==> src/source/cache_ram.sv <==
`timescale 1ns/1ps

module cache_ram #(
   parameter type ENTRY_T = logic,
   parameter int  DEPTH_W = 4
) (
   input  logic               clk_i,
   input  logic               en_i,
   input  logic               we_i,
   input  logic [DEPTH_W-1:0] addr_i,
   input  ENTRY_T             wdata_i,
   output ENTRY_T             rdata_o
);

   ENTRY_T mem [2**DEPTH_W];

   // whole-row write, read returns the old row
   always_ff @(posedge clk_i) begin
      if (en_i) begin
         if (we_i) begin
            mem[addr_i] <= wdata_i;
         end
         rdata_o <= mem[addr_i];
      end
   end

endmodule

==> config.mk <==
export PLATFORM = sky130hd
export DESIGN_NAME = cache_ram
export DESIGN_NICKNAME = d
export VERILOG_FILES = /design/src/source/cache_ram.sv
export SDC_FILE = /design/constraint.sdc
export NUM_CORES = 1
export LEC_CHECK = 0
export BUFFER_PORTS_ARGS = -buffer_cell sky130_fd_sc_hd__buf_2
export CAP_MARGIN = 20
export CORE_UTILIZATION = 50
export DETAILED_ROUTE_END_ITERATION = 10
export GPL_TIMING_DRIVEN = 0
export PLACE_DENSITY = 0.68
export SLEW_MARGIN = 20
export SYNTH_ARGS = -nofsm -noshare
export SYNTH_HDL_FRONTEND = slang
export SYNTH_SLANG_ARGS = --single-unit
==> constraint.sdc <==
create_clock -name clk_i -period 1.4 [get_ports clk_i]
set_input_delay 0.14 -clock clk_i [delete_from_list [all_inputs] [get_ports clk_i]]
set_output_delay 0.14 -clock clk_i [all_outputs]
set_load 0.005 [all_outputs]
Yosys cells after proc, flatten, opt, wreduce, memory -nomap -nowiden
Memories as Yosys holds them, arrays and structs flattened. A register that Yosys moved wholly into a read port is not among the register bits.
Cells that the tools add are included.
{"block": "word_totals", "output_inout_bits": 1, "latch_bits": 0, "n_memories": 1, "ramBits": 16, "in_bits": 8, "romBits": 0, "register_bits": 0}
{"memory": "mem", "words": 16, "word_bits": 1, "read_ports": 1, "rd_clocked_by_memory_dff": 1, "write_ports": 1, "line": "15", "text": "ENTRY_T mem [2**DEPTH_W];"}
{"block": "op_classes", "mul": 0, "mux": 3, "n_addsub": 0, "eq_ne": 0, "bitwise_logic": 0, "magnitude_cmp": 0, "reduce_logical": 0, "shift": 0, "div_mod_pow": 0}
{"op": "$mux W1", "count": 3}

Logic depth before layout (Yosys ltp)
Gate-level depths: netlist of run 1.
{"block": "logic_depth", "depth_word": 3, "mapped_depth": 4, "depth_no_buf": 3}

Worst setup path before layout of run 1
OpenSTA, ideal clock, no wires.
{"block": "synth_path", "kind": "input -> register", "startpoint": "input port addr_i[1]", "endpoint": "memory mem[0] (netlist bit), enable pin", "t_required_ns": 1.088, "arrival_time_ns": 0.933, "stages": 3, "setup_ns": 0.312, "n_path_buf": 1, "slack_ns": 0.155, "cell_sequence": "clkbuf_2 -> or3_2 -> nor3_1"}
{"item": "start, declared", "line": "10", "text": "input logic [DEPTH_W-1:0] addr_i,"}
{"item": "end, declared", "line": "15"}
No word-level cell before the write port.

==> results of run 1 <==
## synthesized netlist by cell type, drive strengths merged
| cell | n |
|---|---|
| buf | 2 |
| or3 | 1 |
| nand2 | 3 |
| nor2 | 13 |
| edfxtp | 17 |
| nand2b | 4 |
| nand3 | 1 |
| nor3 | 4 |
| nand4b | 2 |
| clkbuf | 2 |
| nand4 | 2 |
| mux4 | 4 |
## sequential cells by signal, summed over array words and instances, names as in the netlist
name / cells
mem: 16
rdata_o: 1
## per-stage QoR
stage / util, % / cell area (µm²) / worst slack [ns] / hold WS (ns) / std cells
after CTS: 61.72 / 853.3 / 0.06831 / 0.1156 / 78
after global routing: 61.72 / 853.3 / 0.01980 / 0.1125 / 78
after global placement: 59.82 / 827.0 / 0.06386 / 0.4018 / 74
final: 61.72 / 853.3 / 0.08119 / 0.1299 / 78
after floorplan: - / 788.3 / 0.1552 / 0.2389 / 55
after detailed placement: 59.82 / 827.0 / 0.05551 / 0.4150 / 74
## cells by family after synthesis
logic type,Yosys count,share of synthesized area (%)
buffers and inverters,4,3.173
flip-flops,17,64.76
multiplexers,4,13.33
AND/OR/NAND/NOR,30,18.73
## cell type report
cell class | count | area, µm² | area share (%)
Multi-Input combinational cell | 34 | 252.7 | 29.62
Timing Repair Buffer | 4 | 20.02 | 2.346
Sequential cell | 17 | 510.5 | 59.82
Clock buffer | 4 | 26.28 | 3.079
Buffer | 4 | 25.02 | 2.933
Tap cell | 15 | 18.77 | 2.199
## routing by layer
| metal | share of wire, % | vias to the layer above |
|---|---|---|
| met1 | 46 | 242 |
| met3 | 4.0 | 4 |
| met4 | 1.5 | 0 |
| li1 | - | 228 |
| met5 | 0 | - |
| met2 | 48 | 17 |
## worst max-delay path, stage by stage, from the launching register on
cell	delay, ns
edfxtp_1	0.38
mux4_1	0.51
nand2b_1	0.10
nand4_1	0.09
## power groups by stage
stage / Clock, µW / Sequential [µW] / Combinational (µW)
final: 254 / 570 / 70.4
after global routing: 295 / 570 / 77.7
after CTS: 260 / 570 / 70.7
after detailed placement: 0 / 581 / 70.1
after global placement: 0 / 581 / 68.1
after floorplan: 0 / 582 / 44.7
## final timing paths
check / slack (ns) / depth (start not counted) / end / start
worst max-delay path: 0.08 / 3 / rdata_o$_DFFE_PP_ / mem[5]$_DFFE_PP_
worst min-delay path: 0.13 / 1 / rdata_o$_DFFE_PP_ / en_i
worst max register to register: 0.08 / 3 / rdata_o$_DFFE_PP_ / mem[5]$_DFFE_PP_
worst min register to register: 0.75 / 3 / rdata_o$_DFFE_PP_ / mem[11]$_DFFE_PP_
==> flow_summary.ini, run 1 <==
[logic_synthesis]
postSynthAreaPerCell_um2 = 14.33
yosys_warnings = 0
synth_cell_type_count = 14
synth_nets = 63
netlist_area_um2 = 788.3
ys_seq_area_share_pct = 64.76
netlist_instances = 55
synth-seq-cells = 17
synth_top_area_cell = edfxtp_1
synth_top_area_share_pct = 64.76
synth.area.top_cells = edfxtp_1 (65%), mux4_1 (13%), nor2_1 (6.2%), nand2b_1 (3.2%), nor3_1 (2.5%)

[route]
route.detailed.drc = 0
drt_wl_total_um = 1352
detail_route.iter0.violations = 15
first_pass_iters = 3
wl_per_cell_um = 17.33
vias_per_cell = 6.295
num_vias = 491
antenna_left = 0

[sta]
max_freq_ghz = 0.7583
tightest_slew_ns = 0.3231
finalCritPeriodShare_pct = 94.20
hold_viol_final = 0
finClkSkew_ns = 0.001073
min_period_ns = 1.319
final.setup.tns_ns = 0
report.final.setup_viol = 0
rsz0062_at_grt = false
relSlewSlack_pct = 78.46
slew_violations = 0

[floorplan]
core-area_mm2 = 0.001383
initial_core_util_pct = 57.01
rows = 13
die_area_mm2 = 0.001739
io_pins = 9
fp.dieW_um = 41.71
die_y_um = 41.71

[worst_hold_path]
hp-class = input pin to flop

[flow_run]
maxCapViolations = 0

[status]
outcome = finished clean

[power]
ir_worst_vdd_v = 0.0007541
clkPwrFrac_pct = 28.4
p_per_area_mw_per_mm2 = 1048
comb_power_share_pct = 7.9
netSwitchingPower_uw = 186.8
seq_power_share_pct = 63.7
swShare_pct = 20.88
internal_power_uw = 707.8
power.total_uw = 894.6
leakage_uw = 0.0002846

[final_layout]
antenna_cells = 0
mostFrequentLayoutCells = edfxtp_1 (17), nor2_1 (13), buf_2 (5)
fill_cells = 110
drive_gt1_share_pct = 17.46
syn_to_final_growth_pct = 8.254
final_common_cell = edfxtp_1
layout.nets = 72

[critical_path]
crit_type = flop to flop
worstSetupStartpointType = flop
worstPathArrival_ns = 1.36
crit_fanout = 1
end_kind = flop
worstPathRequired_ns = 1.44

[grt]
use_met1_pct = 22.99
grt_pass1_wl_um = 2256
busiest_layer = met2
overflow = 0
antenna_found_initial = 0
gr-usage-all-layers_pct = 18.41
use_met2_pct = 29.38
grtUsageMet3_pct = 3.913
grt_max_degree = 17
grt_pass1_vias = 497

[cts]
cts_hold_buf = 0
insertion_delay_ns = 0.28
clkSinkCount = 17
clockBufferDepth = 2
clk_pin_slew_ns = 0.09
cts-htree-levels = 1
cts_tree = yes
numCtsBuffers = 3
cts.root.buffer_cell = clkbuf_4
cts_setup_buffers = 0
post_cts_resized = 0

[placed_design]
io_buffer_count = 4
routabilityCongestion = 0.7040
dpl.hpwl_um = 905.5
Note: power is estimated with default switching activity, not from simulation.
==> inputs of run 2 (changes only) <==
Settings changed: RECOVER_POWER set to 50.
==> run 2 against run 1 <==
Worst hold slack gained 0.066 ns. Setup slack is essentially flat. Final cell count unchanged. Register-to-register slack about the same. Power hardly changed. Combinational power is 1% lower. Critical path type unchanged. Largest cell class unchanged. Largest power group unchanged.
==> flow_summary.ini, run 2 (synthesis gave the netlist of run 1 again) <==
[status]
outcome = finished clean

[cts]
post_cts_resized = 0
numCtsBuffers = 3
cts_setup_buffers = 0
clockBufferDepth = 2
clkSinkCount = 17
cts_tree = yes
clk_pin_slew_ns = 0.09
cts.root.buffer_cell = clkbuf_4
insertion_delay_ns = 0.28
cts_hold_buf = 0
cts-htree-levels = 1

[final_layout]
final_common_cell = edfxtp_1
fin_area_um2 = 850.8
syn_to_final_growth_pct = 7.937
fill_cells = 111
largest-register = mem
drive_gt1_share_pct = 14.29
antenna_cells = 0
layout.nets = 72
utilization_pct = 61.54
final_cells = 78
mostFrequentLayoutCells = edfxtp_1 (17), nor2_1 (13)
seq_area_um2 = 510.5
reg.largest.list = mem x16, rdata_o x1
multi_input_area_um2 = 252.7
largest_reg_flops = 16

[route]
vias_per_cell = 6.295
drt_wl_total_um = 1354
top_layer = met4
num_vias = 491
wl_per_cell_um = 17.36
first_pass_iters = 3
dr_wl_met2_um = 650
drt-met1-wl_um = 629
detail_route.iter0.violations = 15
route.detailed.drc = 0
antenna_left = 0
dr_wl_met3_um = 54

[power]
clkPwrFrac_pct = 28.5
comb_power_share_pct = 7.8
ir_worst_vdd_v = 0.0007541
netSwitchingPower_uw = 187.2
seq_power_share_pct = 63.7
internal_power_uw = 707.1
leakage_uw = 0.0002791
p_per_area_mw_per_mm2 = 1051
swShare_pct = 20.93

[worst_hold_path]
holdCritStartpoint = en_i
min_to = rdata_o$_DFFE_PP_
whs_path_depth = 1
hp-class = input pin to flop

[sta]
max_freq_ghz = 0.7582
min_period_ns = 1.319
report.final.setup_viol = 0
slew_violations = 0
finClkSkew_ns = 0.001363
hold_viol_final = 0
finalCritPeriodShare_pct = 94.20
relSlewSlack_pct = 61.51
final.setup.tns_ns = 0
rsz0062_at_grt = false
tightest_slew_ns = 0.5773

[floorplan]
die_y_um = 41.71
initial_core_util_pct = 57.01
core-area_mm2 = 0.001383
rows = 13
io_pins = 9
die_area_mm2 = 0.001739
fp.dieW_um = 41.71

[placed_design]
io_buffer_count = 4
routabilityCongestion = 0.7040
placedInstanceArea_um2 = 827.0
dpl.cell_count = 74
dpl.hpwl_um = 905.5

[grt]
gr-usage-all-layers_pct = 18.41
grt_pass1_wl_um = 2256
antenna_found_initial = 0
overflow = 0
grt_max_degree = 17
grt_pass1_vias = 497

[critical_path]
worstSetupStartpointType = flop
crit_type = flop to flop
r2r_slack_ns = 0.08
crit_fanout = 1
end_kind = flop
reg2reg_to = rdata_o$_DFFE_PP_
regToRegStartpoint = mem[5]$_DFFE_PP_
worstPathRequired_ns = 1.44
worstPathArrival_ns = 1.36
reg2reg_depth = 3

[flow_run]
maxCapViolations = 0
-- run 2: per-stage QoR --
stage | hold slack (ns) | power (µW) | setup WS [ns]
CTS | 0.1156 | 900.7 | 0.06831
floorplan | 0.2389 | 626.2 | 0.1552
global placement | 0.4018 | 649.1 | 0.06386
finish | 0.1955 | 894.2 | 0.08114
global route | 0.1810 | 942.3 | 0.01980
detailed placement | 0.4150 | 651.6 | 0.05551
-- run 2: power groups by stage --
stage	combinational (µW)	clock, µW	sequential, µW
detailed placement	70.1	0	581
floorplan	44.7	0	582
CTS	70.7	260	570
global route	76.9	295	571
global placement	68.1	0	581
finish	69.6	255	570
-- run 2: area by class of cell --
cell class	instances	area share (%)
plain buffers	4	2.941
clock buffers	4	3.088
multi-input cells	34	29.71
flip-flops and latches	17	60.00
well taps	15	2.206
repair buffers	4	2.059
-- run 2: critical path, stage by stage, from the launching register on --
cell	delay (ns)
edfxtp_1	0.38
mux4_1	0.51
nand2b_1	0.10
nand4_1	0.09
-- run 2: how the worst max path moves through the flow --
stage	start	slack [ns]	to
2_1_floorplan	addr_i[1]	0.16	mem[0]$_DFFE_PP_
4_1_cts	mem[5]$_DFFE_PP_	0.07	rdata_o$_DFFE_PP_
3_3_place_gp	addr_i[1]	0.06	mem[0]$_DFFE_PP_
5_1_grt	mem[5]$_DFFE_PP_	0.02	rdata_o$_DFFE_PP_
3_5_place_dp	addr_i[1]	0.06	mem[0]$_DFFE_PP_
6_report	mem[5]$_DFFE_PP_	0.08	rdata_o$_DFFE_PP_
-- run 2: per-layer routing --
layer	up-vias	GRT usage, %
li1	228	-
met1	242	22.99
met2	17	29.38
met3	4	3.913
met4	0	10.97
met5	-	0
