<file path="src/source/cache_replace.sv">
`timescale 1ns/1ps

module cache_replace #(
   parameter int NWAYS    = 2,
   parameter int NLINES_W = 4
) (
   input  logic                     clk_i,
   input  logic                     rst_n_i,
   input  logic                     invalidate_i,
   input  logic [NLINES_W-1:0]      index_i,
   input  logic                     touch_i,
   input  logic [$clog2(NWAYS)-1:0] touch_way_i,
   input  logic                     fill_i,
   input  logic [$clog2(NWAYS)-1:0] fill_way_i,
   output logic [NWAYS-1:0]         valid_o,
   output logic [NWAYS-1:0]         victim_1hot_o
);

   localparam int WAY_W  = $clog2(NWAYS);
   localparam int NLINES = 2**NLINES_W;

   logic [NWAYS-1:0] valid_q [NLINES];
   // heap-ordered tree, node n kept at bit n-1
   logic [NWAYS-2:0] tree_q [NLINES];
   logic [WAY_W-1:0] upd_way;

   // walk from the root and point each node away from the used way
   function automatic logic [NWAYS-2:0] point_away(logic [NWAYS-2:0] tree,
                                                   logic [WAY_W-1:0] way);
      int node;
      node = 1;
      for (int lvl = WAY_W - 1; lvl >= 0; lvl--) begin
         tree[node-1] = ~way[lvl];
         node = 2 * node + int'(way[lvl]);
      end
      return tree;
   endfunction

   // follow the tree bits down to the least recently used leaf
   function automatic logic [WAY_W-1:0] plru_leaf(logic [NWAYS-2:0] tree);
      int node;
      node = 1;
      for (int lvl = 0; lvl < WAY_W; lvl++) begin
         node = 2 * node + int'(tree[node-1]);
      end
      return WAY_W'(node - NWAYS);
   endfunction

   assign upd_way = fill_i ? fill_way_i : touch_way_i;
   assign valid_o = valid_q[index_i];

   always_ff @(posedge clk_i or negedge rst_n_i) begin
      if (!rst_n_i) begin
         for (int i = 0; i < NLINES; i++) begin
            valid_q[i] <= '0;
            tree_q[i]  <= '0;
         end
      end else begin
         if (invalidate_i) begin
            for (int i = 0; i < NLINES; i++) begin
               valid_q[i] <= '0;
            end
         end else if (fill_i) begin
            valid_q[index_i][fill_way_i] <= 1'b1;
         end
         if (fill_i || touch_i) begin
            tree_q[index_i] <= point_away(tree_q[index_i], upd_way);
         end
      end
   end

   // lowest invalid way wins over the tree
   always_comb begin
      victim_1hot_o = '0;
      victim_1hot_o[plru_leaf(tree_q[index_i])] = 1'b1;
      for (int w = NWAYS - 1; w >= 0; w--) begin
         if (!valid_q[index_i][w]) begin
            victim_1hot_o    = '0;
            victim_1hot_o[w] = 1'b1;
         end
      end
   end

endmodule

</file>
<file path="config.mk">
export PLATFORM = sky130hd
export DESIGN_NAME = cache_replace
export DESIGN_NICKNAME = d
export VERILOG_FILES = /design/src/source/cache_replace.sv
export SDC_FILE = /design/constraint.sdc
export NUM_CORES = 1
export LEC_CHECK = 0
export CAP_MARGIN = 25
export CORE_MARGIN = 3
export CORE_UTILIZATION = 59
export CTS_BUF_LIST = sky130_fd_sc_hd__clkbuf_8
export DETAILED_ROUTE_END_ITERATION = 7
export DONT_BUFFER_PORTS = 1
export HOLD_SLACK_MARGIN = 0.05
export PLACE_DENSITY = 0.78
export SKIP_CTS_REPAIR_TIMING = 1
export SKIP_LAST_GASP = 1
export SLEW_MARGIN = 30
export SYNTH_ARGS = -nofsm -noshare
export SYNTH_HDL_FRONTEND = slang
export SYNTH_SLANG_ARGS = --single-unit
</file>
<file path="constraint.sdc">
create_clock -name clk_i -period 1.7 [get_ports clk_i]
set_input_delay 0.255 -clock clk_i [delete_from_list [all_inputs] [get_ports clk_i]]
set_output_delay 0.255 -clock clk_i [all_outputs]
set_load 0.01 [all_outputs]
</file>
Yosys cells after proc, flatten, opt, wreduce, memory -nomap -nowiden --
Cells that the tools add are included.
Word-level totals: bits in registers 48, input bits 11, output and inout port bits 4, word-level logic and storage cells 68
Cells by class: add/sub/neg operators 2, $lt $le $gt $ge 6, mux-type cells 20, bitwise gates (word level) 3, reductions and logical operators 5
Operators by type and width (count):
- 2-to-1 mux 32 bit | 2
- bitwise OR 32 bit | 1
- bitwise mux 16 bit | 1
- 2-to-1 mux 2 bit | 5
- binary-select mux 2 bit (select 4 bit) | 1
- demux 2 bit (select 4 bit) | 1
- 2-to-1 mux 1 bit | 6
- greater-or-equal comparator 5 bit, second input constant | 1
- < comparator 5 x 1 -> 1 bit, second input constant | 1
- NOT 4 -> 5 bit | 1
- binary-select mux 1 bit (select 4 bit) | 1
- demux 1 bit (select 4 bit) | 1
- < comparator 1 x 2 -> 1 bit, second input constant | 2
- logical AND 1 bit | 3
- demux 1 bit (select 1 bit) | 2
- greater-or-equal comparator 1 bit, second input constant | 2
- nonzero test 2 bit | 1
- adder 1 bit, first input constant | 1
- logical OR 1 bit | 1
- NOT 1 bit | 1
- subtractor 1 bit, second input constant | 1

Longest topological paths before layout --
Gate-level depths: netlist (run 1).
depth after elaboration 12, depth in mapped cells 6, gate-level depth less buffers 4

Worst setup path after synthesis (run 1) --
OpenSTA, ideal clock, no wires.
path type input to output, start input port index_i[1], end output port victim_1hot_o[0], arrival time 1.570 ns, data required time 1.445 ns, path slack -0.125 ns, stages 6, buffers on the path 2, cells stage by stage clkbuf_1 -> buf_2 -> mux4_1 -> a22oi_1 -> nand3_1 -> o21ai_0
Between the ends: longest elaborated chain between the ends 12, elaborated cells between the ends (all ways) 16, classes of those cells add/sub: 2; order compare: 2; mux: 10; bitwise: 1; reduce/logical: 1
RTL lines:
- from (decl) | RTL line 10 | input logic [NLINES_W-1:0] index_i,
- NOT 4 -> 5 bit (not written as such) (*) | RTL line 75, 77
- binary-select mux 1 bit (select 4 bit) | RTL line 75 | victim_1hot_o[plru_leaf(tree_q[index_i])] = 1'b1;
- 2-to-1 mux 1 bit (not written as such) (2 in series) | RTL line 75
- adder 1 bit | RTL line 44 | node = 2 * node + int'(tree[node-1]);
- subtractor 1 bit | RTL line 46 | return WAY_W'(node - NWAYS);
- < comparator 1 x 2 -> 1 bit (not written as such) / greater-or-equal comparator 1 bit (equally long branches) | RTL line 75
- logical AND 1 bit (not written as such) | RTL line 75
- 2-to-1 mux 1 bit (not written as such) | RTL line 75
- demux 1 bit (select 1 bit) | RTL line 75
- 2-to-1 mux 2 bit | RTL line 77 | if (!valid_q[index_i][w]) begin
- 2-to-1 mux 2 bit (*) | RTL line 77
- to (decl) | RTL line 16 | output logic [NWAYS-1:0] victim_1hot_o
Every way passes the cells marked *; elsewhere a longest branch is shown, timed or not. The select of a mux whose other input is x is not followed.

Worst setup path after layout (run 1) --
start register valid_q[8] (netlist name), end output port valid_o[0]
Between the ends: longest elaborated chain between the ends 3
RTL lines:
- from (decl) | RTL line 22 | logic [NWAYS-1:0] valid_q [NLINES];
- from (signal, indexed assignment) | RTL line 55 | valid_q[i] <= '0;
- from (signal, indexed assignment) | RTL line 61 | valid_q[i] <= '0;
- from (signal, indexed assignment) | RTL line 64 | valid_q[index_i][fill_way_i] <= 1'b1;
- binary-select mux 2 bit (select 4 bit) | RTL line 50 | assign valid_o = valid_q[index_i];
- 2-to-1 mux 2 bit (not written as such) (2 in series) | RTL line 50
- to (decl) | RTL line 15 | output logic [NWAYS-1:0] valid_o,
No other way between the ends. The select of a mux whose other input is x is not followed.

==> run metrics, run 1 <==
maximum VDD drop=between 0.7 and 0.8 mV; Yosys warning total=0; clk sinks=48; max cap viols=0; Leakage=1.085 nW; failing checks=setup timing; P_sw=between 0.5 and 0.6 mW; nets@finish=about 230; Clk network pwr share=0.300; GPL Wtd Cong=approximately 0.89; chip height=68.18 um; core box area=roughly 0.0035 sq mm; CP Capture Type=output pin; Via density=~6.6; starting density of the core=0.6478; Worst path most repeated cell=mux4_2; Peak Freq=470.4 MHz; ranking of synthesized cells by area=dfrtp_1 (53%), mux4_1 (8.1%), a21oi_1 (7.0%); Synth top cells by count=dfrtp_1 (48), nor2_1 (40), a21oi_1 (32), o21ai_0 (17), o31ai_1 (16); syn nets=225; critical path cell sequence=mux4_2 > mux4_2 > buf_4; max incr delay on CP=520 ps; cell area after synthesis=about 0.0023 sq mm; DR iter-0 viols=~170; Power Total=about 2.3 mW; largest net degree at the start of global routing=a little under 50; Hold Path Depth=2; number of hold violations in the final report=0; layout cells sized above 1=0.1598; worst setup margin=-425.6 ps; Post-synth top flop=dfrtp_1; Detailed Routing Iterations Pass 1=4; min-delay worst type=primary input to flip-flop; CTS tree=done; number of remaining DRC errors=0; CP Data Required Time=1440 ps; Comb pwr share=0.135; clk_lat worst skew=300 ps; internal power=roughly 1.7 mW; final setup vio count=4; ys async rst share=1.000; Layout Skew=0 ps; ANT cells=0; Setup WS pre-CTS=-80.79 ps; Worst-path clk slew=approximately 90 ps; DP Cell Count=250; initial antenna violation count=0; EDFF count, synth=0; PwrDens=~910 mW/mm^2; htree depth=2; Distinct cells, synth=23; Layout Cells excl Fill=265; Setup Crit Path Kind=flip-flop to output pin; Slew Limit Fails=0; share of the synthesized area in the top cell type=0.5266; detailed-route via count=1,756; register area share after synthesis=0.5266; Syn Area/Cell=10.66 sq um; CP Buf/Inv Count=1; cell taking the most area after synthesis=dfrtp_1; utilization of the core after routing=0.7075; die area=approximately 0.0046 sq mm; WL/cell=18.89 um; RSZ-0062 raised after global routing=true; Gate Count Post-Synth=214; Slowest cell on crit path=mux4_2; Sequential Power Share=0.565; IO Port Bufs=0; crit path max fanout=3; Design Area, Final=0.002491 sq mm; worst slew pin tran=a little over 700 ps; area of placed instances=approximately 0.0023 sq mm; FP Rows=21; Ports=15; R2R Setup Slk=880 ps; outcome=finished with violations; final setup TNS=-1361 ps; Root Driver=clkbuf_8; largest buffer count on any clock path=2; Post-DRT Antenna Nets=0; Top delay family on crit path=multiplexers; dpl hpwl=about 3300 um; final WL=5006 um; HP Start=invalidate_i; Slew HR=0.5145; CP startpoint=valid_q[8]$_DFFE_PN0P_; worst reg2reg path depth=3; vias in the first global route=approximately 1,700; WHS Endpoint=valid_q[0]$_DFFE_PN0P_; worst reg2reg path startpoint=valid_q[2]$_DFFE_PN0P_; Die X=between 60 and 70 um; worst r2r dst=valid_q[2]$_DFFE_PN0P_; CTS Buf Count=5; Area growth syn-to-layout=9.216%; final worst path period share=1.250; FILL cells=~260; CP startpoint kind=flip-flop; Total GRT Usage=0.2442; global-route wire length before repair=roughly 8100 um; Final Critical Period=2126 ps; GR Overflow Total=0; Fin Hold WS=slightly below 200 ps; switch share=0.2516; CP arrival=about 1900 ps; count leader, synth=dfrtp_1; Synth Register Bits=48
final cells by class:
cell class,instances,area [sq um],area share
Clock inverter,2,7.507,0.003014
Multi-Input combinational cell,149,1007,0.4043
Tap cell,46,57.56,0.02310
Sequential cell,48,1201,0.4822
Clock buffer,6,82.58,0.03315
Inverter,2,10.01,0.004018
Timing Repair Buffer,12,125.1,0.05023
placed cells by master, fill, tap and decap left out:
cell type      netlist  layout
and2_1               1       1
o21ai_1              4       3
nand3_2              0       1
o211ai_1             1       1
inv_1                2       3
o31ai_1             16      16
buf_12               0       1
nand2_1              7       7
dlygate4sd3_1        0       1
o21ai_2              0       2
dfrtp_1             48      48
clkbuf_8             0       6
o21ai_0             17      16
mux4_2               6      11
nor2b_1              4       4
nor3_1               2       2
o21a_1               1       1
mux4_1               7       2
nand3_1              3       2
a22oi_2              0       1
nor2_1              40      40
buf_4                0       9
inv_4                0       1
buf_16               0       1
or2_2                1       1
a21oi_1             32      32
and4_4               0       1
nand2b_1             5       5
routing by layer:
layer	up-vias	track usage	share of wire
li1	777	-	-
met1	888	0.3297	0.43
met4	0	0.1166	0.022
met3	12	0.06076	0.064
met5	-	0	0
met2	79	0.3706	0.48
power by group through the flow:
| stage | registers, mW | logic, mW | clock network [mW] |
|---|---|---|---|
| floorplan | 1.28 | 0.237 | 0 |
| global placement | 1.29 | 0.233 | 0 |
| detailed placement | 1.30 | 0.246 | 0 |
| CTS | 1.28 | 0.246 | 0.695 |
| global route | 1.29 | 0.337 | 0.759 |
| finish | 1.28 | 0.304 | 0.680 |
worst register-to-register path, cell delays in order, from the launching register on:
cell     delay, ps
dfrtp_1        400
buf_4          140
a21oi_1        120
nor2_1          60
cells by family (layout without fill, tap and decap cells):
kind of cell,after synthesis,after routing,synth area share
AOI/OAI and AO/OA,72,72,0.1788
and+or+nand+nor,64,64,0.1223
DFF,48,48,0.5266
buffers and inverters,17,22,0.03236
muxes,13,13,0.1399
flip-flops by register name, indices dropped and copies added, names as in the netlist:
register  count
tree_q       16
valid_q      32
how the worst max path moves through the flow:
stage	end	slack [ps]	cells after the start
after global placement	valid_o[0]	-60	3
after global routing	valid_o[0]	-470	3
after detailed placement	valid_o[0]	-80	3
after CTS	valid_o[0]	-430	3
after floorplan	victim_1hot_o[1]	-90	4
final	valid_o[0]	-430	3
No activity file was read; power rests on OpenSTA's default activity.
==> run 2, diff against run 1 <==
- CORE_UTILIZATION: 59 -> 60
- PLACE_DENSITY: 0.78 -> not set
- PLACE_DENSITY_LB_ADDON: not set -> 0.2
- clock period: 1.7 -> 2.7 ns (I/O delays scaled with it)
==> run 2 against run 1 <==
  * The flow now finishes without violations
  * Final area fell by 4.2%
  * Sequential power fell by 37%
  * Setup slack improved by 830 ps
  * Die area fell by 1.5%
  * Worst hold slack got worse by 21 ps
  * Final cell count fell by 4.5%
  * Global-route usage fell by 2.5 points
  * Routed wire length fell by 11%
  * First-iteration DRC count rose by 3.0%
  * Count of clock-buffer cells in the layout fell by 1
  * Non-clock buffer count fell by 9
==> run metrics, run 2 (synthesis gave the netlist of run 1 again) <==
leading registers by flop count=valid_q x32, tree_q x16; layout cells sized above 1=0.06763; Setup Crit Path Kind=flip-flop to output pin; final setup vio count=0; min-delay worst type=primary input to flip-flop; crit path max fanout=2; starting density of the core=0.6527; FP Rows=21; core box area=0.003495 sq mm; CP Data Required Time=2300 ps; Post-DRT Antenna Nets=0; Total GRT Usage=0.2195; Root Driver=clkbuf_8; CP startpoint kind=flip-flop; clk sinks=48; initial antenna violation count=0; vias in the first global route=approximately 1,600; PwrDens=about 560 mW/mm^2; final WL=4443 um; dpl hpwl=about 3000 um; highest metal used=met4; CTS tree=done; M1 WL=between 1500 and 2000 um; IO Port Bufs=0; commonest non-fill, non-tap cell in the layout=dfrtp_1; ANT cells=0; final setup TNS=0 ps; WL/cell=~18 um; CP Capture Type=output pin; CTS Buf Count=5; worst slew pin tran=between 700 and 800 ps; max cap viols=0; number of remaining DRC errors=0; nets@finish=220; Area growth syn-to-layout=4.608%; GPL Wtd Cong=0.8410; Final Critical Period=approximately 2300 ps; GR Overflow Total=0; htree depth=2; CP arrival=about 1900 ps; Via density=between 6 and 7; Largest Register=valid_q; Setup WS pre-CTS=between 600 and 700 ps; maximum VDD drop=about 0.44 mV; Slew Limit Fails=0; global-route wire length before repair=about 7400 um; Peak Freq=435.5 MHz; largest net degree at the start of global routing=49; chip height=between 60 and 70 um; clk_lat worst skew=290 ps; FILL cells=260; Leakage=1.042 nW; Layout Skew=0 ps; DR iter-0 viols=170; max reg flops=32; Ports=15; DR WL met3=401 um; Slew HR=0.5117; die area=0.004577 sq mm; Worst-path clk slew=70 ps; Detailed Routing Iterations Pass 1=4; detailed-route via count=between 1,500 and 2,000; met2 WL=2161 um; number of hold violations in the final report=0; final worst path period share=0.8505; most frequent cells in the layout=dfrtp_1 (48), nor2_1 (40), a21oi_1 (32); worst setup margin=just over 400 ps; largest buffer count on any clock path=2; RSZ-0062 raised after global routing=false; Die X=just under 70 um; outcome=complete, no violations
## run 2: worst max-delay path, cell delays in order, from the launching register on
cell     delay, ps
dfrtp_1        390
mux4_1         480
a22oi_1        270
nand3_1        140
o21ai_0        320
## run 2: worst paths after layout
| path | from | endpoint | slack (ps) | depth (start not counted) |
|---|---|---|---|---|
| min in group asynchronous | rst_n_i | tree_q[3]$_DFFE_PN0P_ | 630 | 2 |
| min | invalidate_i | valid_q[14]$_DFFE_PN0P_ | 170 | 1 |
| max in group asynchronous | rst_n_i | valid_q[5]$_DFFE_PN0P_ | 1870 | 2 |
| max | tree_q[15]$_DFFE_PN0P_ | victim_1hot_o[0] | 400 | 4 |
| min reg2reg | valid_q[29]$_DFFE_PN0P_ | valid_q[29]$_DFFE_PN0P_ | 490 | 2 |
| max reg2reg | tree_q[2]$_DFFE_PN0P_ | tree_q[2]$_DFFE_PN0P_ | 1970 | 2 |
## run 2: metal layers
layer	vias to the layer above	GRT usage
li1	762	-
met1	782	0.2852
met2	65	0.3402
met3	2	0.08985
met4	0	0.06076
met5	-	0
## run 2: where the power goes
group          total (mW)  leakage, nW  switching [mW]  internal, mW
Combinational       0.171        0.361          0.0902        0.0805
Clock               0.364       0.0359           0.197         0.167
Sequential          0.806        0.645          0.0280         0.778
Total                1.34         1.04           0.315          1.03
## run 2: cell type report
type | instances | area (sq um) | share of cell area
Timing Repair Buffer | 3 | 45.04 | 0.01888
Multi-Input combinational cell | 149 | 1006 | 0.4216
Clock buffer | 5 | 68.82 | 0.02884
Tap cell | 46 | 57.56 | 0.02412
Sequential cell | 48 | 1201 | 0.5034
Inverter | 2 | 7.507 | 0.003146
## run 2: stage by stage
step                      std cells  cell area (sq um)  power [mW]  hold slack [ps]  utilization
after floorplan                 214               2281      0.9545            109.4            -
after global placement          246               2280      0.9605            110.6       0.6523
after detailed placement        246               2280      0.9694            110.7       0.6523
after CTS                       251               2349       1.333           -208.1       0.6720
after global routing            253               2386       1.417            150.1       0.6828
final                           253               2386       1.341            174.4       0.6828
