--- src/source/cache_pkg.sv ---
package cache_pkg;

   // word address and word geometry
   parameter int ADDR_W     = 12;
   parameter int DATA_W     = 32;
   parameter int NBYTES     = DATA_W / 8;
   parameter int WORD_OFF_W = 2;
   parameter int NWORDS     = 1 << WORD_OFF_W;
   parameter int LINE_W     = NWORDS * DATA_W;

   // front-end request, all-zero strobe is a read
   typedef struct packed {
      logic [ADDR_W-1:0] addr;
      logic [DATA_W-1:0] wdata;
      logic [NBYTES-1:0] wstrb;
   } fe_req_t;

   // backing-memory request
   typedef struct packed {
      logic [ADDR_W-1:0] addr;
      logic [DATA_W-1:0] wdata;
      logic [NBYTES-1:0] wstrb;
   } be_req_t;

   // single-cycle monitor pulses
   typedef struct packed {
      logic rd_hit;
      logic rd_miss;
      logic wr_hit;
      logic wr_miss;
   } cache_event_t;

endpackage

--- src/source/cache_backend.sv ---
`timescale 1ns/1ps

module cache_backend (
   input  logic                          clk_i,
   input  logic                          rst_n_i,
   input  logic                          start_i,
   input  logic                          fetch_i,
   input  cache_pkg::be_req_t            req_i,
   output logic                          done_o,
   output logic [cache_pkg::LINE_W-1:0]  line_o,
   output cache_pkg::be_req_t            be_req_o,
   output logic                          be_avalid_o,
   input  logic                          be_ready_i,
   input  logic [cache_pkg::DATA_W-1:0]  be_rdata_i,
   input  logic                          be_rvalid_i
);

   localparam int OFF_W  = cache_pkg::WORD_OFF_W;
   localparam int DATA_W = cache_pkg::DATA_W;

   logic               busy_q;
   logic               fetch_q;
   cache_pkg::be_req_t cmd_q;
   logic [OFF_W:0]     issued_q;
   logic [OFF_W-1:0]   returned_q;
   logic               all_issued;
   logic               accept;
   logic               take_word;
   logic               last_word;

   // a fetch walks the whole line, a write is one request
   assign all_issued = fetch_q ? (issued_q == (OFF_W+1)'(cache_pkg::NWORDS))
                               : (issued_q != '0);
   assign be_avalid_o = busy_q & ~all_issued;
   assign accept      = be_avalid_o & be_ready_i;
   assign take_word   = busy_q & fetch_q & be_rvalid_i;
   assign last_word   = take_word & (returned_q == OFF_W'(cache_pkg::NWORDS - 1));

   // word offset comes from the issue counter during a fetch
   always_comb begin
      be_req_o = cmd_q;
      if (fetch_q) begin
         be_req_o.addr[OFF_W-1:0] = issued_q[OFF_W-1:0];
         be_req_o.wstrb           = '0;
      end
   end

   always_ff @(posedge clk_i or negedge rst_n_i) begin
      if (!rst_n_i) begin
         busy_q     <= 1'b0;
         fetch_q    <= 1'b0;
         issued_q   <= '0;
         returned_q <= '0;
         done_o     <= 1'b0;
      end else begin
         done_o <= 1'b0;
         if (start_i) begin
            busy_q     <= 1'b1;
            fetch_q    <= fetch_i;
            issued_q   <= '0;
            returned_q <= '0;
         end else if (busy_q) begin
            if (accept) begin
               issued_q <= issued_q + 1'b1;
            end
            if (take_word) begin
               returned_q <= returned_q + 1'b1;
            end
            // last word back, or the write was taken
            if (last_word || (accept && !fetch_q)) begin
               busy_q <= 1'b0;
               done_o <= 1'b1;
            end
         end
      end
   end

   always_ff @(posedge clk_i) begin
      if (start_i) begin
         cmd_q <= req_i;
      end
      if (take_word) begin
         line_o[returned_q*DATA_W +: DATA_W] <= be_rdata_i;
      end
   end

endmodule

--- config.mk ---
export PLATFORM = sky130hd
export DESIGN_NAME = cache_backend
export DESIGN_NICKNAME = d
export VERILOG_FILES = /design/src/source/cache_pkg.sv /design/src/source/cache_backend.sv
export SDC_FILE = /design/constraint.sdc
export NUM_CORES = 1
export LEC_CHECK = 0
export ABC_AREA = 0
export ABC_CLOCK_PERIOD_IN_PS = 2400
export BUFFER_PORTS_ARGS = -buffer_cell sky130_fd_sc_hd__buf_2
export CAP_MARGIN = 40
export CORE_UTILIZATION = 49
export DETAILED_ROUTE_END_ITERATION = 16
export PLACE_DENSITY_LB_ADDON = 0.25
export SLEW_MARGIN = 25
export SYNTH_ARGS = -nofsm -noshare
export SYNTH_HDL_FRONTEND = slang
export SYNTH_SLANG_ARGS = --single-unit
--- constraint.sdc ---
create_clock -name clk_i -period 2.4 [get_ports clk_i]
set_input_delay 0.12 -clock clk_i [delete_from_list [all_inputs] [get_ports clk_i]]
set_output_delay 0.12 -clock clk_i [all_outputs]
set_load 0.005 [all_outputs]
Yosys cells after proc, flatten, opt, wreduce, memory -nomap -nowiden. Index checks and enable logic that the tools add are counted.

Flip-flop bits (word level): 184. Latch bits: 0. Bits in writable memories: 0. ROM bits: 0. Word-level logic and storage cells: 47. Memories: 0.

$add $sub $neg: 3. Multipliers: 0. Divide/modulo/power cells: 0. Magnitude comparators: 0. Equal/unequal tests: 2. Shifts and indexed selects: 2. Mux-type cells: 16. Bitwise gates (word level): 6. Reductions and logical operators: 9.

Operator list (number): $bwmux W128 (1); $shift A32 B34 Y128 const A (1); $shiftx A32 B34 Y128 (1); $neg A7 Y34 (1); $mux W3 (3); $mux W2 (4); $mux W1 (7); $reduce_bool A2 Y1 (3); $and A1 B1 Y1 (5); $mux W4 (1); $reduce_and A2 Y1 (2); $add A3 B1 Y3 const B (1); $eq A3 B3 Y1 const B (1); $reduce_bool A3 Y1 (1); $add A2 B1 Y2 const B (1); $eq A2 B2 Y1 const B (1); $logic_and A1 B1 Y1 (1); $logic_not A1 Y1 (1); $logic_or A1 B1 Y1 (1); $not A1 Y1 (1).

Logic depth before layout (Yosys ltp). Gate-level depths: netlist of the first run.

Word-level depth: 10. Mapped depth: 5. Gate-level depth less buffers: 5.

Worst setup path after synthesis of the first run. Ideal clock, no wire load.

Path kind: reg-to-reg. From: reg busy_q. To: reg line_o[100] in the netlist's numbering, enable pin. Library setup time: 0.393 ns. Data arrival time: 1.565 ns. Required time: 2.007 ns. Slack: 0.442 ns. Stages on the path, launching flop included: 4. Path buffers: 1. Clock period less this slack: 1.958 ns. Cell sequence: dfrtp_1 > and3_1 > clkbuf_1 > and2_1.

Word-level cells in the longest chain between the ends: 2.

Ends and longest elaborated chain: from (decl) (line cache_backend.sv:21) `logic busy_q;`; from (signal assigned) (line cache_backend.sv:50) `busy_q <= 1'b0;`; from (signal assigned) (line cache_backend.sv:58) `busy_q <= 1'b1;`; from (signal assigned) (line cache_backend.sv:71) `busy_q <= 1'b0;`; $and A1 B1 Y1 (2 in a row) (line cache_backend.sv:36) `assign take_word = busy_q & fetch_q & be_rvalid_i;`; to (signal, indexed assignment) (line cache_backend.sv:83) `line_o[returned_q*DATA_W +: DATA_W] <= be_rdata_i;`; to (decl) (line cache_backend.sv:10) `output logic [cache_pkg::LINE_W-1:0] line_o,`.

Every way passes these cells. A chain may end at the register's enable or synchronous reset.

Final worst setup path of the first run.
From: reg returned_q[1]. To: reg line_o[40] in the netlist's numbering, data pin.

Word-level cells in the longest chain between the ends: 3.

Ends and longest elaborated chain: from (decl) (line cache_backend.sv:25) `logic [OFF_W-1:0] returned_q;`; from (signal assigned) (line cache_backend.sv:67) `returned_q <= returned_q + 1'b1;`; $neg A7 Y34 * (line cache_backend.sv:83); $shiftx A32 B34 Y128 / $shift A32 B34 Y128 (equally long branches) (line cache_backend.sv:83); $bwmux W128 * (line cache_backend.sv:83).

Every way passes the cells marked *; elsewhere a longest branch is shown, timed or not.

==> flow_metrics.env, run 1 <==
export IMPL_antennaDiodeCount=0
export IMPL_worst_pin_slew_ns=0.6386
export IMPL_cts_sinks=184
export IMPL_start_kind="flop"
export IMPL_die_x_um=122.4
export IMPL_fin_skew_ns=0.005202
export IMPL_row_count=43
export IMPL_clkPwrFrac_pct=37.6
export IMPL_io_buffers=263
export IMPL_tritoncts="done"
export IMPL_vias=4337
export IMPL_first_pass_iters=4
export IMPL_clk_path_buf_depth=2
export IMPL_grt_pass1_wl_um=23410
export IMPL_yosysUniqueCellTypes=28
export IMPL_htreeDepth=4
export IMPL_cts_resized=0
export IMPL_yosysSeqAreaShare_pct=77.18
export IMPL_hold_viol=0
export IMPL_grt_max_degree=37
export IMPL_drv_cap=0
export IMPL_wl_met2_um=8820
export IMPL_syn_area_per_cell_um2=16.92
export IMPL_clock_fmax_mhz=523.4
export IMPL_dp_cells=823
export IMPL_yosysWarnings=0
export IMPL_crit_type="flop to flop"
export IMPL_via_per_inst=4.771
export IMPL_die_h_um=122.4
export IMPL_syn_num_nets=513
export IMPL_min_period_ns=1.910
export IMPL_finalNonFillerCells=909
export IMPL_dp_hpwl_um=10820
export IMPL_numCtsBuffers=17
export IMPL_syn_area_um2=7107
export IMPL_critPathArrivalTime_ns=2.20
export IMPL_fin_crit_sh_pct=79.60
export IMPL_p_leak_nw=4.070
export IMPL_drt_initial_drc_count=298
export IMPL_drt_total_wl_um=16070
export IMPL_wl_met1_um=6110
export IMPL_num_fill_cells=1002
export IMPL_cp_end_kind="flop"
export IMPL_hold_path_class="primary input to flop"
export IMPL_p_int_mw=5.535
export IMPL_max_slew_margin_pct=57.38
export IMPL_cp_max_fo=18
export IMPL_rsz0062_at_grt="false"
export IMPL_outcome="complete, no violations"
export IMPL_antenna_found_initial=0
export IMPL_fin_util_pct=68.34
export IMPL_grt_overflow_total=0
export IMPL_layout_drive_gt1_share_pct=47.87
export IMPL_finalSetupViolCount=0
export IMPL_grt_pass1_vias=4324
export IMPL_p_comb_share_pct=9.6
export IMPL_io_pins=264
export IMPL_top_layer="met4"
export IMPL_core_um2=13990
export IMPL_finalSetupTns_ns=0
export IMPL_peakVddDrop_mv=0.4205
export IMPL_drv_slew=0
export IMPL_drcViolationCount=0
export IMPL_antenna_left=0
export IMPL_p_sw_share_pct=21.67
export IMPL_p_per_area_nw_per_um2=739.2
export IMPL_fp_dieArea_um2=14990
export IMPL_wl_met3_um=852
export IMPL_place_gp_congestion=0.7566
export IMPL_p_sw_mw=1.531
export IMPL_clk_insertion_delay_late_ns=0.42
export IMPL_initial_utilization_pct=50.81
export IMPL_whs_ns=0.01669
export IMPL_syn_inst=420
export IMPL_crit_required_ns=2.69
export IMPL_grt_usage_pct=21.85
export IMPL_seqPwrFrac_pct=52.7
export IMPL_wl_per_cell_um=17.67
export IMPL_fin_nets=809
export IMPL_areaGrowthSynthToFinish_pct=34.51
export IMPL_clock_root_buffer="clkbuf_16"
export IMPL_path_clk_slew_ns=0.07
export IMPL_synth_seq_cells=184
export IMPL_reg2reg_setup_slack_ns=0.49
## timing repair
| action | 4_1_cts | 5_1_grt |
|---|---|---|
| setup endpoints to repair | 0 | 0 |
| endpoints found under the hold margin | 65 | 0 |
| setup buffers | 0 | 0 |
| hold buffers | 54 | 0 |
## path summary, 6_finish.rpt
check                      depth (start not counted)            from             to
max in group asynchronous                          2         rst_n_i  returned_q[1]
hold / removal                                     2  be_rdata_i[25]     line_o[25]
min in group asynchronous                          2         rst_n_i    issued_q[1]
setup / recovery                                   5   returned_q[1]     line_o[40]
hold reg to reg                                    1     issued_q[2]    issued_q[2]
setup reg to reg                                   5   returned_q[1]     line_o[40]
## routing by layer
metal | vias up | track usage (%)
li1 | 2013 | -
met1 | 2146 | 25.36
met2 | 157 | 38.97
met3 | 21 | 5.204
met4 | 0 | 8.384
met5 | - | 0
## power groups by stage
stage	combinational (mW)	sequential (mW)	clock, mW
6_report	0.682	3.72	2.66
5_1_grt	0.749	3.74	2.84
4_1_cts	0.686	3.72	2.70
3_5_place_dp	0.617	3.79	0
3_3_place_gp	0.590	3.79	0
2_1_floorplan	0.332	3.80	0
## flip-flops by register name, summed over array words and instances (netlist names)
name / cells
be_req_o: 42
busy_q: 1
cmd_q: 6
done_o: 1
fetch_q: 1
issued_q: 3
line_o: 128
returned_q: 2
## layout by cell type (no fill, tap or decap), types with 4 or more instances in the layout
cell / netlist / layout
buf_4: 43 / 12
buf_2: 0 / 263
nor2b_1: 4 / 4
nor2_1: 5 / 5
dlygate4sd3_1: 0 / 54
dfrtp_1: 8 / 8
and2_1: 105 / 101
clkbuf_16: 0 / 17
clkinvlp_4: 0 / 5
and2_2: 27 / 31
edfxtp_1: 176 / 176
inv_1: 5 / 5
ha_1: 7 / 7
## synthesized netlist by cell type
master	number	share of area, %
a211oi_1	1	0.11
a211oi_4	1	0.28
a21oi_1	2	0.14
a22o_1	1	0.12
and2_1	105	9.2
and2_2	27	2.9
and3_1	1	0.088
buf_4	43	4.5
clkbuf_1	8	0.42
clkbuf_2	6	0.42
dfrtp_1	8	2.8
edfxtp_1	176	74
ha_1	7	1.2
inv_1	5	0.26
inv_2	1	0.053
mux2_1	1	0.16
mux2_2	3	0.48
mux2i_1	2	0.28
nand2_1	3	0.16
nand3_1	2	0.14
nor2_1	5	0.26
nor2_2	1	0.088
nor2b_1	4	0.35
nor3_4	1	0.23
nor3b_2	3	0.53
o311ai_0	1	0.12
o41ai_1	1	0.12
xnor2_1	1	0.12
## critical path, cell delays in order (launching register included)
cell and delay, ns:
dfrtp_1 0.39, inv_1 0.09, ha_1 0.30, nor3b_4 0.60, buf_8 0.23, and2_1 0.15
## metrics by stage
| step | setup WS [ns] | total power, mW | instance area (um2) |
|---|---|---|---|
| after global routing | 0.3403 | 7.320 | 9559 |
| final | 0.4895 | 7.066 | 9559 |
| after floorplan | 0.4418 | 4.130 | 7107 |
| after detailed placement | 0.4420 | 4.409 | 8457 |
| after CTS | 0.4427 | 7.113 | 9559 |
| after global placement | 0.2486 | 4.375 | 8419 |
## cell families after synthesis
| group | share of synthesized area, % |
|---|---|
| buf+inv | 5.704 |
| flops | 77.18 |
| xor+xnor | 0.1233 |
| simple gates | 13.94 |
| mux | 0.9155 |
| fa+ha+maj | 1.232 |
| compound gates | 0.8980 |
## area by class of cell
class,instances,area [um2],area share [%]
clock buffers,18,429.2,4.490
clock inverters,14,132.6,1.387
inverters,6,22.52,0.2356
multi-input cells,173,1240,12.97
flip-flops and latches,184,5485,57.38
well taps,180,225.2,2.356
repair buffers,334,2024,21.18
No activity file was read; power rests on OpenSTA's default activity.
==> inputs of run 2 (changes only) <==
--- a/config.mk
+++ b/config.mk
@@ -5,8 +5,8 @@
 export SDC_FILE = /design/constraint.sdc
 export NUM_CORES = 1
 export LEC_CHECK = 0
-export ABC_AREA = 0
-export ABC_CLOCK_PERIOD_IN_PS = 2400
+export ABC_AREA = 1
+export ABC_CLOCK_PERIOD_IN_PS = 1990
 export BUFFER_PORTS_ARGS = -buffer_cell sky130_fd_sc_hd__buf_2
 export CAP_MARGIN = 40
 export CORE_UTILIZATION = 49
==> constraint.sdc (replaced) <==
create_clock -name clk_i -period 1.99 [get_ports clk_i]
set_input_delay 0.0995 -clock clk_i [delete_from_list [all_inputs] [get_ports clk_i]]
set_output_delay 0.0995 -clock clk_i [all_outputs]
set_load 0.005 [all_outputs]
==> flow_metrics.env, run 2 <==
export IMPL_synthAdderAreaFrac_pct=1.249
export IMPL_die_h_um=121.6
export IMPL_slowest_delay_ns=0.43
export IMPL_path_cells="inv_2, ha_1, inv_2, nand2_2, buf_12, nor2_1"
export IMPL_ys_flop_type="edfxtp_1"
export IMPL_hold_viol=0
export IMPL_synth_compound_area_share_pct=0.2855
export IMPL_grt_pass1_wl_um=23970
export IMPL_grt_usage_pct=22.46
export IMPL_critPathArrivalTime_ns=1.87
export IMPL_final_common_cell="buf_2"
export IMPL_fp_dieArea_um2=14800
export IMPL_io_pins=264
export IMPL_grt_overflow_total=0
export IMPL_cts_setup_buffers=0
export IMPL_critPathMostFrequentCell="inv_2"
export IMPL_via_per_inst=4.796
export IMPL_synthSimpleGateAreaFrac_pct=11.31
export IMPL_top_register="line_o"
export IMPL_max_slew_margin_pct=59.78
export IMPL_synth_edf_count=176
export IMPL_antenna_found_initial=0
export IMPL_antenna_left=0
export IMPL_wl_per_cell_um=17.14
export IMPL_path_buf_inv=3
export IMPL_core_um2=13930
export IMPL_htreeDepth=4
export IMPL_fin_nets=857
export IMPL_synthXorXnorAreaFrac_pct=0.1249
export IMPL_use_met1_pct=25.69
export IMPL_synth_top_area_share_pct=75.36
export IMPL_cp_slowest_cell="dfrtp_1"
export IMPL_p_leak_nw=4.005
export IMPL_layout_drive_gt1_share_pct=42.34
export IMPL_cts_resized=0
export IMPL_syn_num_nets=566
export IMPL_yosysSeqAreaShare_pct=78.22
export IMPL_crit_required_ns=2.15
export IMPL_hp_start="be_rdata_i[8]"
export IMPL_multi_input_area_um2=944.7
export IMPL_yosysWarnings=0
export IMPL_worst_pin_slew_ns=0.6033
export IMPL_yosysUniqueCellTypes=24
export IMPL_place_gp_congestion=0.7809
export IMPL_min_period_ns=1.702
export IMPL_io_buffers=263
export IMPL_die_x_um=121.6
export IMPL_path_clk_slew_ns=0.06
export IMPL_synthMuxAreaShare_pct=0
export IMPL_outcome="complete, no violations"
export IMPL_finalNonFillerCells=957
export IMPL_postCtsHoldBufs=53
export IMPL_crit_path_start="returned_q[0]"
export IMPL_drv_cap=0
export IMPL_yosysTopAreaCell="edfxtp_1"
export IMPL_use_met3_pct=5.150
export IMPL_synthTopCellsByCount="edfxtp_1, nor2_1, inv_1"
export IMPL_vias=4590
export IMPL_reg2reg_from="returned_q[0]"
export IMPL_grt_pass1_vias=4528
export IMPL_use_met2_pct=39.17
export IMPL_num_fill_cells=1045
export IMPL_dp_hpwl_um=10720
export IMPL_initial_utilization_pct=50.33
export IMPL_crit_type="flop to flop"
export IMPL_grt_max_degree=49
export IMPL_clock_root_buffer="clkbuf_16"
export IMPL_areaGrowthSynthToFinish_pct=33.97
export IMPL_clk_path_buf_depth=2
export IMPL_finalSetupTns_ns=0
export IMPL_cts_sinks=184
export IMPL_drt_initial_drc_count=385
export IMPL_grt_busiest_layer="met2"
export IMPL_seq_area_um2=5485
export IMPL_antennaDiodeCount=0
export IMPL_syn_inst=473
export IMPL_start_kind="flop"
export IMPL_rsz0062_at_grt="false"
export IMPL_async_reset_ff_share_pct=4.348
export IMPL_largest_register_ffs=128
export IMPL_cp_max_fo=29
export IMPL_row_count=43
export IMPL_synth_seq_cells=184
export IMPL_peakVddDrop_mv=0.4871
export IMPL_synth_top_family_by_area="simple AND/OR/NAND/NOR gates"
export IMPL_drcViolationCount=0
export IMPL_first_pass_iters=4
export IMPL_synth_most_common_cell="edfxtp_1"
export IMPL_clock_fmax_mhz=587.6
export IMPL_tritoncts="done"
export IMPL_netlist_top_cells_area="edfxtp_1, nor2_1, buf_4, dfrtp_1, inv_1"
export IMPL_dp_cells=872
export IMPL_drv_slew=0
export IMPL_fin_skew_ns=0.008068
export IMPL_drt_total_wl_um=16400
export IMPL_numCtsBuffers=17
export IMPL_fin_crit_sh_pct=85.52
export IMPL_cp_top_family="buffers and inverters"
export IMPL_p_per_area_nw_per_um2=914.3
export IMPL_syn_area_um2=7013
export IMPL_cp_end_kind="flop"
export IMPL_final_cell_mix="buf_2, edfxtp_1, nor2_1"
export IMPL_clk_insertion_delay_late_ns=0.42
export IMPL_hold_path_class="primary input to flop"
export IMPL_syn_area_per_cell_um2=14.83
export IMPL_reg2reg_setup_slack_ns=0.29
export IMPL_finalSetupViolCount=0
==> run 2: changes by cell type in the layout (fill, tap and decap cells not counted), moves of 13 or more <==
cell	change
and2_1	-101
inv_1	+41
nor2_1	+103
nor3_2	+13
and2_2	-31
nor3_1	+19
==> run 2: worst paths after layout <==
kind	to	depth (start not counted)
max in group asynchronous	busy_q	2
worst max register to register	line_o[101]	6
worst min-delay path	line_o[72]	3
worst max-delay path	line_o[101]	6
min in group asynchronous	done_o	2
worst min register to register	issued_q[1]	2
==> run 2: kinds of logic (layout without fill, tap and decap cells) <==
group,Yosys count,count (layout)
simple gates,170,170
buf+inv,107,411
xor+xnor,1,1
flops,184,184
fa+ha+maj,7,7
compound gates,4,4
==> run 2: cell type report <==
| cell class | instances | share of cell area [%] |
|---|---|---|
| Multi-Input combinational cell | 182 | 10.05 |
| Timing Repair Buffer | 331 | 21.25 |
| Sequential cell | 184 | 58.38 |
| Clock inverter | 13 | 1.385 |
| Clock buffer | 19 | 4.608 |
| Inverter | 48 | 1.918 |
| Tap cell | 180 | 2.397 |
==> run 2: stage by stage <==
step / util, % / total power, mW / hold WS (ns) / instance area (um2) / setup slack, ns
after floorplan: - / 5.029 / -0.1961 / 7023 / -0.2966
after global placement: 59.58 / 5.343 / -0.04857 / 8302 / 0.3493
after detailed placement: 59.58 / 5.369 / -0.04876 / 8302 / 0.2994
after CTS: 67.42 / 8.630 / 0.01472 / 9395 / 0.2829
after global routing: 67.42 / 8.861 / 0.01254 / 9395 / 0.1753
final: 67.42 / 8.590 / 0.02628 / 9395 / 0.2882
==> run 2: power breakdown <==
group | switching [mW] | total, mW | internal [mW]
clock network | 1.38 | 3.22 | 1.84
logic | 0.491 | 0.848 | 0.357
registers | 0.0620 | 4.52 | 4.46
==> run 2: per-layer routing <==
| layer | share of wire [%] | wire [um] | vias to the layer above |
|---|---|---|---|
| met3 | 5.7 | 935 | 42 |
| li1 | - | - | 2150 |
| met4 | 3.8 | 623 | 0 |
| met1 | 38 | 6241 | 2214 |
| met5 | 0 | 0 | - |
| met2 | 52 | 8604 | 184 |
==> run 2: tightest hold or removal path, stage by stage <==
cell and delay (ns):
buf_2 0.07, inv_1 0.06, nor2_1 0.10
